<file path="src/issue_pkg.sv">
package issue_pkg;

  // Functional-unit kinds. The code of each kind is also the index of its
  // reservation-station entry and of its pipe.
  typedef enum logic [1:0] {
    FU_ALU    = 2'd0,  // Integer ops
    FU_MUL    = 2'd1,  // Multiplier
    FU_LOAD   = 2'd2,  // Load unit
    FU_BRANCH = 2'd3   // Branch resolve
  } fu_kind_e;

  // One unit per kind
  localparam int NUM_FU = 4;

endpackage

</file>
<file path="src/cdb_arbiter.sv">
`timescale 1ns/10ps

module cdb_arbiter #(
  parameter int NUM_ROB  = 16,
  parameter int NUM_TAGS = 32
) (
  input  logic                                               clock,
  input  logic                                               reset,
  input  logic [issue_pkg::NUM_FU-1:0]                       complete_req,
  input  logic [issue_pkg::NUM_FU-1:0][$clog2(NUM_TAGS)-1:0] complete_tag,
  input  logic [issue_pkg::NUM_FU-1:0][$clog2(NUM_ROB)-1:0]  complete_rob,
  output logic [issue_pkg::NUM_FU-1:0]                       grant,
  output logic                                               cdb_valid,
  output logic [$clog2(NUM_TAGS)-1:0]                        cdb_tag,
  output logic [$clog2(NUM_ROB)-1:0]                         cdb_rob_idx
);

  import issue_pkg::*;

  localparam int SEL_W = $clog2(NUM_FU);

  logic [SEL_W-1:0] sel;  // Winning unit

  // Lowest index wins, so scan downward and let later hits overwrite
  always_comb begin
    grant = '0;
    sel   = '0;
    for (int i = NUM_FU - 1; i >= 0; i--) begin
      if (complete_req[i]) begin
        sel = SEL_W'(i);
      end
    end
    grant[sel] = |complete_req;
  end

  always_ff @(posedge clock) begin
    if (reset) begin
      cdb_valid <= 1'b0;
    end else begin
      cdb_valid <= |complete_req;  // Broadcast next cycle
    end
  end

  always_ff @(posedge clock) begin
    cdb_tag     <= complete_tag[sel];
    cdb_rob_idx <= complete_rob[sel];
  end

  a_grant_onehot: assert property (
    @(posedge clock) disable iff (reset)
    $onehot0(grant)
  ) else $error("cdb_arbiter: grant not one-hot, %b", grant);

  // A unit that loses arbitration keeps requesting until served
  for (genvar i = 0; i < NUM_FU; i++) begin : g_hold_chk
    a_req_held: assert property (
      @(posedge clock) disable iff (reset)
      (complete_req[i] && !grant[i]) |=> complete_req[i]
    ) else $error("cdb_arbiter: unit %0d dropped an ungranted request", i);
  end

endmodule

</file>
<file path="src/fu_pipe.sv">
`timescale 1ns/10ps

module fu_pipe #(
  parameter int NUM_ROB  = 16,
  parameter int NUM_TAGS = 32,
  parameter int LATENCY  = 1
) (
  input  logic                        clock,
  input  logic                        reset,
  input  logic                        issue_valid,
  input  logic [$clog2(NUM_TAGS)-1:0] issue_tag,
  input  logic [$clog2(NUM_ROB)-1:0]  issue_rob_idx,
  input  logic                        grant,
  output logic                        fu_free,
  output logic                        complete_req,
  output logic [$clog2(NUM_TAGS)-1:0] complete_tag,
  output logic [$clog2(NUM_ROB)-1:0]  complete_rob
);

  localparam int CNT_W = (LATENCY > 1) ? $clog2(LATENCY) : 1;

  logic             busy;   // Holds an operation
  logic [CNT_W-1:0] count;  // Cycles left before completion

  assign complete_req = busy && (count == '0);
  // Free again on the cycle the held result goes out
  assign fu_free      = !busy || (complete_req && grant);

  always_ff @(posedge clock) begin
    if (reset) begin
      busy  <= 1'b0;
      count <= '0;
    end else if (issue_valid) begin
      busy  <= 1'b1;
      count <= CNT_W'(LATENCY - 1);  // Req after LATENCY cycles
    end else if (busy && count != '0) begin
      count <= count - 1'b1;
    end else if (complete_req && grant) begin
      busy <= 1'b0;
    end
  end

  always_ff @(posedge clock) begin
    if (issue_valid) begin
      complete_tag <= issue_tag;
      complete_rob <= issue_rob_idx;
    end
  end

  // The station must see back-pressure while a result waits for the CDB
  a_no_issue_when_full: assert property (
    @(posedge clock) disable iff (reset)
    issue_valid |-> (!busy || (complete_req && grant))
  ) else $error("fu_pipe: issue into occupied pipe, tag %0d", issue_tag);

endmodule

</file>
<file path="src/issue_top.sv">
`timescale 1ns/10ps

module issue_top #(
  parameter int NUM_ROB      = 16,
  parameter int NUM_TAGS     = 32,
  parameter int MUL_LATENCY  = 3,
  parameter int LOAD_LATENCY = 2
) (
  input  logic                        clock,
  input  logic                        reset,
  input  logic                        dispatch_req,
  input  issue_pkg::fu_kind_e         dispatch_kind,
  input  logic [$clog2(NUM_ROB)-1:0]  dispatch_rob_idx,
  input  logic [$clog2(NUM_TAGS)-1:0] dispatch_dest_tag,
  input  logic [$clog2(NUM_TAGS)-1:0] dispatch_src1_tag,
  input  logic [$clog2(NUM_TAGS)-1:0] dispatch_src2_tag,
  output logic                        dispatch_ack,
  input  logic                        rollback_en,
  input  logic [$clog2(NUM_ROB)-1:0]  rollback_idx,
  input  logic [$clog2(NUM_ROB)-1:0]  rollback_count,
  output logic                        cdb_valid,
  output logic [$clog2(NUM_TAGS)-1:0] cdb_tag,
  output logic [$clog2(NUM_ROB)-1:0]  cdb_rob_idx
);

  import issue_pkg::*;

  localparam int ROB_W = $clog2(NUM_ROB);
  localparam int TAG_W = $clog2(NUM_TAGS);

  logic                         src1_ready;
  logic                         src2_ready;
  logic                         alloc_en;
  logic [NUM_FU-1:0]            issue_valid;
  logic [NUM_FU-1:0][TAG_W-1:0] issue_tag;
  logic [NUM_FU-1:0][ROB_W-1:0] issue_rob_idx;
  logic [NUM_FU-1:0]            fu_free;
  logic [NUM_FU-1:0]            complete_req;
  logic [NUM_FU-1:0][TAG_W-1:0] complete_tag;
  logic [NUM_FU-1:0][ROB_W-1:0] complete_rob;
  logic [NUM_FU-1:0]            grant;

  tag_ready_table #(.NUM_TAGS(NUM_TAGS)) u_table (
    .clock      (clock),
    .reset      (reset),
    .alloc_en   (alloc_en),
    .alloc_tag  (dispatch_dest_tag),
    .cdb_valid  (cdb_valid),
    .cdb_tag    (cdb_tag),
    .src1_tag   (dispatch_src1_tag),
    .src2_tag   (dispatch_src2_tag),
    .src1_ready (src1_ready),
    .src2_ready (src2_ready)
  );

  rs_station #(.NUM_ROB(NUM_ROB), .NUM_TAGS(NUM_TAGS)) u_rs (
    .clock             (clock),
    .reset             (reset),
    .dispatch_req      (dispatch_req),
    .dispatch_kind     (dispatch_kind),
    .dispatch_rob_idx  (dispatch_rob_idx),
    .dispatch_dest_tag (dispatch_dest_tag),
    .dispatch_src1_tag (dispatch_src1_tag),
    .dispatch_src2_tag (dispatch_src2_tag),
    .src1_ready        (src1_ready),
    .src2_ready        (src2_ready),
    .cdb_valid         (cdb_valid),
    .cdb_tag           (cdb_tag),
    .rollback_en       (rollback_en),
    .rollback_idx      (rollback_idx),
    .rollback_count    (rollback_count),
    .fu_free           (fu_free),
    .dispatch_ack      (dispatch_ack),
    .alloc_en          (alloc_en),
    .issue_valid       (issue_valid),
    .issue_tag         (issue_tag),
    .issue_rob_idx     (issue_rob_idx)
  );

  // Pipe i serves the kind whose code is i
  for (genvar i = 0; i < NUM_FU; i++) begin : g_fu
    localparam int LAT = (i == int'(FU_MUL))  ? MUL_LATENCY  :
                         (i == int'(FU_LOAD)) ? LOAD_LATENCY : 1;

    fu_pipe #(.NUM_ROB(NUM_ROB), .NUM_TAGS(NUM_TAGS), .LATENCY(LAT)) u_pipe (
      .clock         (clock),
      .reset         (reset),
      .issue_valid   (issue_valid[i]),
      .issue_tag     (issue_tag[i]),
      .issue_rob_idx (issue_rob_idx[i]),
      .grant         (grant[i]),
      .fu_free       (fu_free[i]),
      .complete_req  (complete_req[i]),
      .complete_tag  (complete_tag[i]),
      .complete_rob  (complete_rob[i])
    );
  end

  cdb_arbiter #(.NUM_ROB(NUM_ROB), .NUM_TAGS(NUM_TAGS)) u_arb (
    .clock        (clock),
    .reset        (reset),
    .complete_req (complete_req),
    .complete_tag (complete_tag),
    .complete_rob (complete_rob),
    .grant        (grant),
    .cdb_valid    (cdb_valid),
    .cdb_tag      (cdb_tag),
    .cdb_rob_idx  (cdb_rob_idx)
  );

endmodule

</file>
<file path="src/rs_station.sv">
`timescale 1ns/10ps

module rs_station #(
  parameter int NUM_ROB  = 16,
  parameter int NUM_TAGS = 32
) (
  input  logic                                               clock,
  input  logic                                               reset,
  input  logic                                               dispatch_req,
  input  issue_pkg::fu_kind_e                                dispatch_kind,
  input  logic [$clog2(NUM_ROB)-1:0]                         dispatch_rob_idx,
  input  logic [$clog2(NUM_TAGS)-1:0]                        dispatch_dest_tag,
  input  logic [$clog2(NUM_TAGS)-1:0]                        dispatch_src1_tag,
  input  logic [$clog2(NUM_TAGS)-1:0]                        dispatch_src2_tag,
  input  logic                                               src1_ready,
  input  logic                                               src2_ready,
  input  logic                                               cdb_valid,
  input  logic [$clog2(NUM_TAGS)-1:0]                        cdb_tag,
  input  logic                                               rollback_en,
  input  logic [$clog2(NUM_ROB)-1:0]                         rollback_idx,
  input  logic [$clog2(NUM_ROB)-1:0]                         rollback_count,
  input  logic [issue_pkg::NUM_FU-1:0]                       fu_free,
  output logic                                               dispatch_ack,
  output logic                                               alloc_en,
  output logic [issue_pkg::NUM_FU-1:0]                       issue_valid,
  output logic [issue_pkg::NUM_FU-1:0][$clog2(NUM_TAGS)-1:0] issue_tag,
  output logic [issue_pkg::NUM_FU-1:0][$clog2(NUM_ROB)-1:0]  issue_rob_idx
);

  import issue_pkg::*;

  localparam int ROB_W = $clog2(NUM_ROB);
  localparam int TAG_W = $clog2(NUM_TAGS);

  // Entry storage
  logic [NUM_FU-1:0]            busy;
  logic [NUM_FU-1:0][ROB_W-1:0] rob_idx;
  logic [NUM_FU-1:0][TAG_W-1:0] dest_tag;
  logic [NUM_FU-1:0][TAG_W-1:0] src1_tag;
  logic [NUM_FU-1:0][TAG_W-1:0] src2_tag;
  logic [NUM_FU-1:0]            src1_rdy;
  logic [NUM_FU-1:0]            src2_rdy;

  // Per-entry decisions for this cycle
  logic [NUM_FU-1:0]            src1_ok;
  logic [NUM_FU-1:0]            src2_ok;
  logic [NUM_FU-1:0][ROB_W-1:0] rob_dist;
  logic [NUM_FU-1:0]            squash;
  logic [NUM_FU-1:0]            issue_go;
  logic [NUM_FU-1:0]            leaving;
  logic                         entry_open;
  logic                         dispatch_we;

  always_comb begin
    for (int i = 0; i < NUM_FU; i++) begin
      src1_ok[i]  = src1_rdy[i] || (cdb_valid && cdb_tag == src1_tag[i]);  // CDB wakeup
      src2_ok[i]  = src2_rdy[i] || (cdb_valid && cdb_tag == src2_tag[i]);
      rob_dist[i] = rob_idx[i] - rollback_idx;  // Circular distance
      squash[i]   = rollback_en && busy[i] && (rob_dist[i] <= rollback_count);
      issue_go[i] = busy[i] && src1_ok[i] && src2_ok[i] && fu_free[i] && !squash[i];
      leaving[i]  = issue_go[i] || squash[i];
    end
  end

  // Kind's entry is empty or empties on this edge
  assign entry_open  = !busy[dispatch_kind] || leaving[dispatch_kind];
  assign dispatch_we = dispatch_req && !dispatch_ack && entry_open;
  assign alloc_en    = dispatch_we;

  assign issue_valid   = issue_go;
  assign issue_tag     = dest_tag;
  assign issue_rob_idx = rob_idx;

  always_ff @(posedge clock) begin
    if (reset) begin
      busy         <= '0;
      dispatch_ack <= 1'b0;
    end else begin
      // Held while req stays up, drops the cycle after req falls
      dispatch_ack <= dispatch_req && (dispatch_ack || entry_open);
      for (int i = 0; i < NUM_FU; i++) begin
        if (leaving[i]) begin
          busy[i] <= 1'b0;  // Issued or squashed
        end
      end
      if (dispatch_we) begin
        busy[dispatch_kind] <= 1'b1;
      end
    end
  end

  always_ff @(posedge clock) begin
    src1_rdy <= src1_ok;  // Keep wakeups
    src2_rdy <= src2_ok;
    if (dispatch_we) begin
      rob_idx[dispatch_kind]  <= dispatch_rob_idx;
      dest_tag[dispatch_kind] <= dispatch_dest_tag;
      src1_tag[dispatch_kind] <= dispatch_src1_tag;
      src2_tag[dispatch_kind] <= dispatch_src2_tag;
      src1_rdy[dispatch_kind] <= src1_ready;  // Table lookup with bypass
      src2_rdy[dispatch_kind] <= src2_ready;
    end
  end

  a_ack_needs_req: assert property (
    @(posedge clock) disable iff (reset)
    $rose(dispatch_ack) |-> $past(dispatch_req)
  ) else $error("rs_station: dispatch_ack rose without dispatch_req");

  // A waiting instruction keeps its fields until it leaves
  for (genvar i = 0; i < NUM_FU; i++) begin : g_hold_chk
    a_entry_kept: assert property (
      @(posedge clock) disable iff (reset)
      (busy[i] && !leaving[i]) |=> (busy[i] && rob_idx[i] == $past(rob_idx[i])
                                    && dest_tag[i] == $past(dest_tag[i]))
    ) else $error("rs_station: busy entry %0d overwritten", i);
  end

endmodule

</file>
<file path="src/tag_ready_table.sv">
`timescale 1ns/10ps

module tag_ready_table #(
  parameter int NUM_TAGS = 32
) (
  input  logic                        clock,
  input  logic                        reset,
  input  logic                        alloc_en,
  input  logic [$clog2(NUM_TAGS)-1:0] alloc_tag,
  input  logic                        cdb_valid,
  input  logic [$clog2(NUM_TAGS)-1:0] cdb_tag,
  input  logic [$clog2(NUM_TAGS)-1:0] src1_tag,
  input  logic [$clog2(NUM_TAGS)-1:0] src2_tag,
  output logic                        src1_ready,
  output logic                        src2_ready
);

  logic [NUM_TAGS-1:0] ready;  // One bit per physical tag

  // A completion and a new allocation of the same tag in one cycle means
  // the new producer owns it, so the clear is applied last
  always_ff @(posedge clock) begin
    if (reset) begin
      ready <= '1;  // Nothing in flight
    end else begin
      if (cdb_valid) begin
        ready[cdb_tag] <= 1'b1;  // Producer done
      end
      if (alloc_en) begin
        ready[alloc_tag] <= 1'b0;  // New producer
      end
    end
  end

  // Same-cycle CDB bypass
  assign src1_ready = ready[src1_tag] || (cdb_valid && cdb_tag == src1_tag);
  assign src2_ready = ready[src2_tag] || (cdb_valid && cdb_tag == src2_tag);

  // A destination tag handed out at dispatch must not still have a live producer
  a_alloc_tag_free: assert property (
    @(posedge clock) disable iff (reset)
    alloc_en |-> (ready[alloc_tag] || (cdb_valid && cdb_tag == alloc_tag))
  ) else $error("tag_ready_table: tag %0d allocated while still pending", alloc_tag);

endmodule

</file>
<file path="config.mk">
export PLATFORM = sky130hd
export DESIGN_NAME = issue_top
export DESIGN_NICKNAME = d
export VERILOG_FILES = /design/src/issue_pkg.sv /design/src/cdb_arbiter.sv /design/src/fu_pipe.sv /design/src/issue_top.sv /design/src/rs_station.sv /design/src/tag_ready_table.sv
export SDC_FILE = /design/constraint.sdc
export NUM_CORES = 1
export LEC_CHECK = 0
export ABC_AREA = 1
export BUFFER_PORTS_ARGS = -buffer_cell sky130_fd_sc_hd__buf_2
export CORE_MARGIN = 3
export CORE_UTILIZATION = 33
export DETAILED_ROUTE_END_ITERATION = 12
export SYNTH_ARGS = -nofsm -noshare
export SYNTH_HDL_FRONTEND = slang
export SYNTH_HIERARCHICAL = 1
export SYNTH_SLANG_ARGS = --single-unit
</file>
<file path="constraint.sdc">
create_clock -name clock -period 5.2 [get_ports clock]
set_input_delay 0.78 -clock clock [delete_from_list [all_inputs] [get_ports clock]]
set_output_delay 0.78 -clock clock [all_outputs]
set_load 0.02 [all_outputs]
</file>
# After elaboration in Yosys (flattened, before gate mapping)
# Cells that the tools add are included.
# W data, S select, Z words.
totals:
  ff_bits: 176
  in_bits: 33
  output_inout_bits: 11
  wordCells: 248
op_classes:
  n_addsub: 8
  order_cmp: 14
  eq_ne: 14
  muxes: 64
  bitwise: 8
  n_reduce_logical: 99
op_table:
  columns: ["operator", "count"]
  rows:
  - ["$mux W32", 3]
  - ["$bwmux W20", 3]
  - ["$logic_and A1 B1 Y1", 53]
  - ["$eq A5 B5 Y1", 10]
  - ["$and A32 B32 Y32", 1]
  - ["$not A32 Y32", 1]
  - ["$or A32 B32 Y32", 1]
  - ["$mux W1", 30]
  - ["$lt A5 B6 Y1 const B", 4]
  - ["$logic_or A1 B1 Y1", 20]
  - ["$mux W4", 5]
  - ["$bwmux W16", 1]
  - ["$le A4 B4 Y1", 4]
  - ["$sub A4 B4 Y4", 4]
  - ["$reduce_bool A2 Y1", 7]
  - ["$mux W2", 6]
  - ["$bmux W1 S5", 2]
  - ["$bmux W5 S2", 1]
  - ["$demux W1 S5", 2]
  - ["$demux W5 S2", 1]
  - ["$ge A5 B1 Y1 const B", 2]
  - ["$logic_not A1 Y1", 10]
  - ["$mux W5", 2]
  - ["$bmux W4 S2", 1]
  - ["other kinds (16)", 33]

# Longest topological paths before layout
depth:
  ltp_word: 21
  ltp_mapped: 25
  ltp_nobuf: 23

# By module
# Netlist, hierarchy kept.
by_module_without_submodules:
  columns: ["module", "instances", "cells_per_inst", "area_each_um2"]
  rows:
  - ["rs_station", 1, 470, 4590.7]
  - ["tag_ready_table", 1, 361, 2154.6]
  - ["fu_pipe (g_fu[0].u_pipe ...)", 3, 20, 355.3]
  - ["cdb_arbiter", 1, 95, 685.7]
  - ["fu_pipe (g_fu[1].u_pipe)", 1, 34, 430.4]

# Least setup slack after synthesis
# Ideal clock, no wire load.
synth_path:
  kind: "input to register"
  startpoint: "input port rollback_idx[1]"
  endpoint: "register u_rs.rob_idx (netlist bit u_rs/issue_rob_idx[0]) (enable)"
  arrival_ns: 3.117
  t_required_ns: 4.826
  path_slack_ns: 1.709
  path_stages: 17
  n_path_buf: 0
  cell_sequence: "inv_1 ha_1 nand3_1 nand2_1 xor2_1 ha_1 a21oi_1 o211ai_1 o21ai_0 nand3_1 nand2_1 nand2_1 nand2_1 inv_2 nand2_4 nand3_1 inv_1"
synth_via:
  elab_chain_cells: 10
  word_cells_on_any_way: 28
  cone_classes: "add/sub (4); order compare (4); mux (2); reduce/logical (18)"
synth_rtl:
  columns: ["element", "line", "source"]
  rows:
  - ["from (decl)", "issue_top.sv:19", "input logic [$clog2(NUM_ROB)-1:0] rollback_idx,"]
  - ["$sub A4 B4 Y4", "rs_station.sv:58", "rob_dist[i] = rob_idx[i] - rollback_idx;"]
  - ["$le A4 B4 Y1", "rs_station.sv:59", "squash[i] = rollback_en && busy[i] && (rob_dist[i] <= rollback_count);"]
  - ["$logic_and A1 B1 Y1", "rs_station.sv:59", null]
  - ["$logic_not A1 Y1", "rs_station.sv:60", "issue_go[i] = busy[i] && src1_ok[i] && src2_ok[i] && fu_free[i] && !squash[i];"]
  - ["$logic_and A1 B1 Y1", "rs_station.sv:60", null]
  - ["$logic_or A1 B1 Y1", "rs_station.sv:61", "leaving[i] = issue_go[i] || squash[i];"]
  - ["$bmux W1 S2 (*)", "rs_station.sv:66", "assign entry_open = !busy[dispatch_kind] || leaving[dispatch_kind];"]
  - ["$mux W1 (implied by the code) (*)", "rs_station.sv:66", null]
  - ["$logic_or A1 B1 Y1 (*)", "rs_station.sv:66", null]
  - ["$logic_and A1 B1 Y1 (*)", "rs_station.sv:67", "assign dispatch_we = dispatch_req && !dispatch_ack && entry_open;"]
  - ["to (signal, indexed assignment)", "rs_station.sv:96", "rob_idx[dispatch_kind] <= dispatch_rob_idx;"]
  - ["to (decl)", "rs_station.sv:37", "logic [NUM_FU-1:0][ROB_W-1:0] rob_idx;"]
# Mark *: on every way between the ends. The rest lies on a longest branch, timed or not. The select of a mux whose other input is x is not followed.
# A chain may end at the register's enable or synchronous reset.

# Final worst setup path
layout_path:
  startpoint: "input port rollback_idx[1]"
  endpoint: "register u_table.ready[28]"
layout_via:
  elab_chain_cells: 11
  word_cells_on_any_way: 29
  cone_classes: "add/sub (4); order compare (4); mux (3); reduce/logical (18)"
layout_rtl:
  columns: ["element", "line", "source"]
  rows:
  - ["$sub A4 B4 Y4", "rs_station.sv:58", null]
  - ["$le A4 B4 Y1", "rs_station.sv:59", null]
  - ["$logic_and A1 B1 Y1", "rs_station.sv:59", null]
  - ["$logic_not A1 Y1", "rs_station.sv:60", null]
  - ["$logic_and A1 B1 Y1", "rs_station.sv:60", null]
  - ["$logic_or A1 B1 Y1", "rs_station.sv:61", null]
  - ["$bmux W1 S2 (*)", "rs_station.sv:66", null]
  - ["$mux W1 (implied by the code) (*)", "rs_station.sv:66", null]
  - ["$logic_or A1 B1 Y1 (*)", "rs_station.sv:66", null]
  - ["$logic_and A1 B1 Y1 (*)", "rs_station.sv:67", null]
  - ["via alloc_en", "issue_top.sv:33", "logic alloc_en;"]
  - ["$mux W32 (*)", "tag_ready_table.sv:29", "if (alloc_en) begin"]
  - ["to (signal assigned)", "tag_ready_table.sv:24", "ready <= '1;"]
  - ["to (signal, indexed assignment)", "tag_ready_table.sv:27", "ready[cdb_tag] <= 1'b1;"]
  - ["to (signal, indexed assignment)", "tag_ready_table.sv:30", "ready[alloc_tag] <= 1'b0;"]
  - ["to (decl)", "tag_ready_table.sv:18", "logic [NUM_TAGS-1:0] ready;"]
# Mark *: on every way through the listed nets, which the timed path passes. The rest lies on a longest branch. The select of a mux whose other input is x is not followed.

==> impl_summary.txt <==
----------------------------------------------------
[Route]
  Number of nets with antenna violations after routing ... 0
  First drt pass iteration count ... 5
  DR WL/cell ... 16.6 um
  Routed wire length ... 23,500 um
  Count of unresolved DRC violations after routing ... 0
  Vias ... 7,111
  Post-DR vias/cell ... 5.03
  Initial DRC count ... 528

[Cells and area]
  Final core utilization ... 38.0%
  Final #Nets ... 1,132
  Filler-free cell count of the finished design ... 1,414
  Layout area overhead ... 12.1%
  Final Cell Area ... 10,000 um2
  Fraction of layout instances using a drive strength above 1 ... 13.0%
  Ant diodes ... 0
  Filler Cell Count ... 2,651

[GRT]
  Antenna violations before repair ... 0
  Met2 usage in global routing ... 27.3%
  Met1 Track Usage GR ... 21.9%
  Global routing usage on met3 ... 2.81%
  Global-route wire length before repair ... 36,800 um
  Largest net degree at the start of global routing ... 33
  Top Usage Layer GRT ... met2
  GRT Total Usage ... 16.5%
  Vias in the first global route ... 6,740
  Total gr overflow ... 0

[Worst setup path]
  Crit path launch type ... primary input
  Setup slack of the most critical reg-to-reg path ... 1.54 ns
  Cell class contributing the biggest share of worst-path delay ... simple AND/OR/NAND/NOR gates
  Most Frequent Cell on Critical Path ... nand2_1
  Crit path buffers/inverters ... 3
  Critical path peak fanout ... 17
  Data required time of the critical path ... 5.48 ns
  Type of the setup path with the least slack ... primary input to flop
  Crit-path cells ... buf_2 -> inv_1 -> ha_1 -> nand3_1 -> nand2_1 -> xor2_1 -> ha_1 -> a21oi_1 -> o21ai_0 -> o21ai_0 -> nand3_1 -> nand2_1 -> nand2_1 -> nand2_1 -> nor2_2 -> nand2_4 -> nand2_4 -> inv_1 -> nand3_1 -> o21ai_0 -> nand2_1
  Critical path data arrival time ... 4.11 ns
  Crit Reg-Reg Startpoint ... u_rs/issue_rob_idx[4]
  Number of cells traversed by the worst register-to-register path ... 19
  Crit path capture type ... flop
  FF-to-FF End ... u_table/ready[28]
  Max incr delay on CP ... 0.34 ns
  CP max-delay cell ... nand3_1

[Timing]
  Clock Skews ... 0.0218 ns
  Number of pins exceeding their max-slew limit in the final report ... 0
  Final period utilization ... 73.6%
  Relative slew slack ... 32.8%
  Final critical-path required period ... 3.83 ns
  Total of endpoints with negative setup slack in the final report ... 0
  Highest clock rate ... 261 MHz
  Final number of hold-violating endpoints ... 0
  Worst-margin pin slew ... 1.01 ns
  Total negative slack ... 0 ns
  RSZ-0062 raised after global routing ... false

[Yosys]
  Post-synthesis average cell area ... 8.75 um2
  Post-synthesis instance area ... 8930 um2
  Seq cells post-synth ... 176
  Number of cells produced by synthesis ... 1,020
  Count of synthesis-stage warnings from yosys ... 6
  Portion of the post-synthesis area used by sequential elements ... 52.0%
  Total nets after synthesis ... 1,086
  Netlist cell types ... 37

[Floorplanning]
  Core footprint ... 26,400 um2
  Starting Density ... 33.9%
  Number of placement rows ... 59
  Die Outline Area ... 29,100 um2
  Die extent in y ... 170 um
  Floorplan die width ... 170 um
  Top-Level Pins ... 44

[Clock tree]
  Post CTS Setup Buffer Count ... 0
  Clock sinks ... 176
  Post-CTS sizing ... 0
  Number of buffers added to fix hold violations after cts ... 0
  Cell at the root of the clock tree ... clkbuf_16
  Clock Latency Late Sink ... 0.44 ns
  Buffer levels on the longest clock path ... 2
  TritonCTS clock tree ... yes
  CTS clk-pin slew, worst paths ... 0.07 ns
  Count of H-tree levels built during CTS ... 4
  Clock buffer count from CTS ... 17

[Place]
  RD Place Congestion ... 0.908
  Estimated wirelength of the detail-placed design ... 15,900 um
  Port buffer count ... 43
  Post-Place Cells ... 1,382
  Area after detailed placement ... 9440 um2

[Worst hold path]
  Hold path cells ... 0
  HP Start ... u_rs/issue_tag[3]
  Hold crit path type ... flop to flop
  Hold path endpoint ... g_fu[0].u_pipe/complete_tag[3]

[Run]
  Max-cap viol count ... 0

[Power and ir drop]
  Power density normalized to cell area ... 314 nW/um2
  Peak supply drop ... 0.155 mV
  Leak ... 4.32 nW

[Run status]
  Status ... completed

----------------------------------------------------
cell families (layout without fill, tap and decap cells):
logic type / count (synthesis) / count (layout) / share of synthesized area [%]
buffers and inverters: 182 / 241 / 8.84
xor gates and xnor gates: 16 / 16 / 1.57
adders and majority gates: 33 / 33 / 4.96
AOI/OAI and AO/OA: 141 / 141 / 8.76
DFF: 176 / 176 / 52.0
and+or+nand+nor: 472 / 472 / 23.8
cells in the final DEF (no fill, tap or decap), drive strengths merged:
cell / n
a22o: 1
a221oi: 2
a31oi: 5
edfxtp: 112
xnor2: 5
xor2: 11
nand3: 152
nand2: 249
clkbuf: 17
o22ai: 3
o211ai: 4
a21oi: 29
nor2: 55
nand3b: 2
o221ai: 1
ha: 29
clkinv: 3
o21ai: 96
fa: 4
nand4: 9
nor3: 5
inv: 168
dfxtp: 64
buf: 53
flip-flops by register name, summed over array words and instances (netlist names), 5 cells and up:
name,flops
g_fu.u_pipe/complete_rob,16
g_fu.u_pipe/complete_tag,20
g_fu.u_pipe/count,5
u_arb/cdb_tag,5
u_rs/issue_rob_idx,16
u_rs/issue_tag,20
u_rs/src1_tag,20
u_rs/src2_tag,20
u_table/ready,32
layout make-up:
| class | instances | area [um2] | area share (%) |
|---|---|---|---|
| multi-input combinational | 662 | 3500 | 35.0 |
| tap | 335 | 419 | 4.19 |
| clock inverter | 15 | 138 | 1.38 |
| inverter | 156 | 591 | 5.90 |
| clock buffer | 17 | 425 | 4.25 |
| timing repair buffer | 53 | 290 | 2.90 |
| sequential | 176 | 4640 | 46.4 |
report_power, final:
group | internal (mW) | switching [mW] | leakage (nW) | total, mW
sequential | 1.53 | 0.0244 | 1.54 | 1.55
clock | 0.637 | 0.601 | 0.285 | 1.24
combinational | 0.110 | 0.237 | 2.49 | 0.347
total | 2.28 | 0.863 | 4.32 | 3.14
through the flow:
| stage | hold slack, ns | power [mW] | setup slack (ns) |
|---|---|---|---|
| 6_report | 0.417 | 3.14 | 1.37 |
| 5_1_grt | 0.424 | 3.27 | 1.04 |
| 4_1_cts | 0.419 | 3.17 | 1.40 |
| 3_5_place_dp | 0.405 | 1.93 | 0.942 |
| 3_3_place_gp | 0.401 | 1.93 | 1.02 |
| 2_1_floorplan | 0.400 | 1.82 | 1.71 |
how the worst max path moves through the flow:
stage	start	endpoint	slack, ns	cells after the start
after floorplan	rollback_idx[1]	u_rs/issue_rob_idx[0]	1.71	17
after global placement	rollback_idx[1]	u_table/ready[5]	1.02	20
after detailed placement	rollback_idx[1]	u_rs/src1_tag[9]	0.94	18
after CTS	rollback_idx[1]	u_rs/src1_tag[8]	1.40	18
after global routing	rollback_idx[1]	u_table/ready[8]	1.04	21
final	rollback_idx[1]	u_table/ready[28]	1.37	21
synth_stat cells, drive strengths merged:
cell    count  area, um2
o21ai      96        510
dfxtp      64       1280
edfxtp    112       3360
nand4       9       56.3
a221oi      2       17.5
o211ai      4       30.0
nand3b      2       22.5
nand3     152        816
buf        21        180
nor2       55        219
a22o        1       8.76
clkbuf      5       18.8
ha         29        363
a21oi      29        156
fa          4       80.1
xnor2       5       43.8
nand2     249        990
o221ai      1       8.76
nor3        5       25.0
a31oi       5       31.3
xor2       11       96.3
inv       156        591
o22ai       3       18.8
metal layers:
| layer | vias up | wire length (um) |
|---|---|---|
| met5 | - | 0 |
| met2 | 240 | 11300 |
| met4 | 0 | 394 |
| li1 | 3478 | - |
| met1 | 3353 | 10400 |
| met3 | 40 | 1380 |
Note: power is estimated with default switching activity, not from simulation.
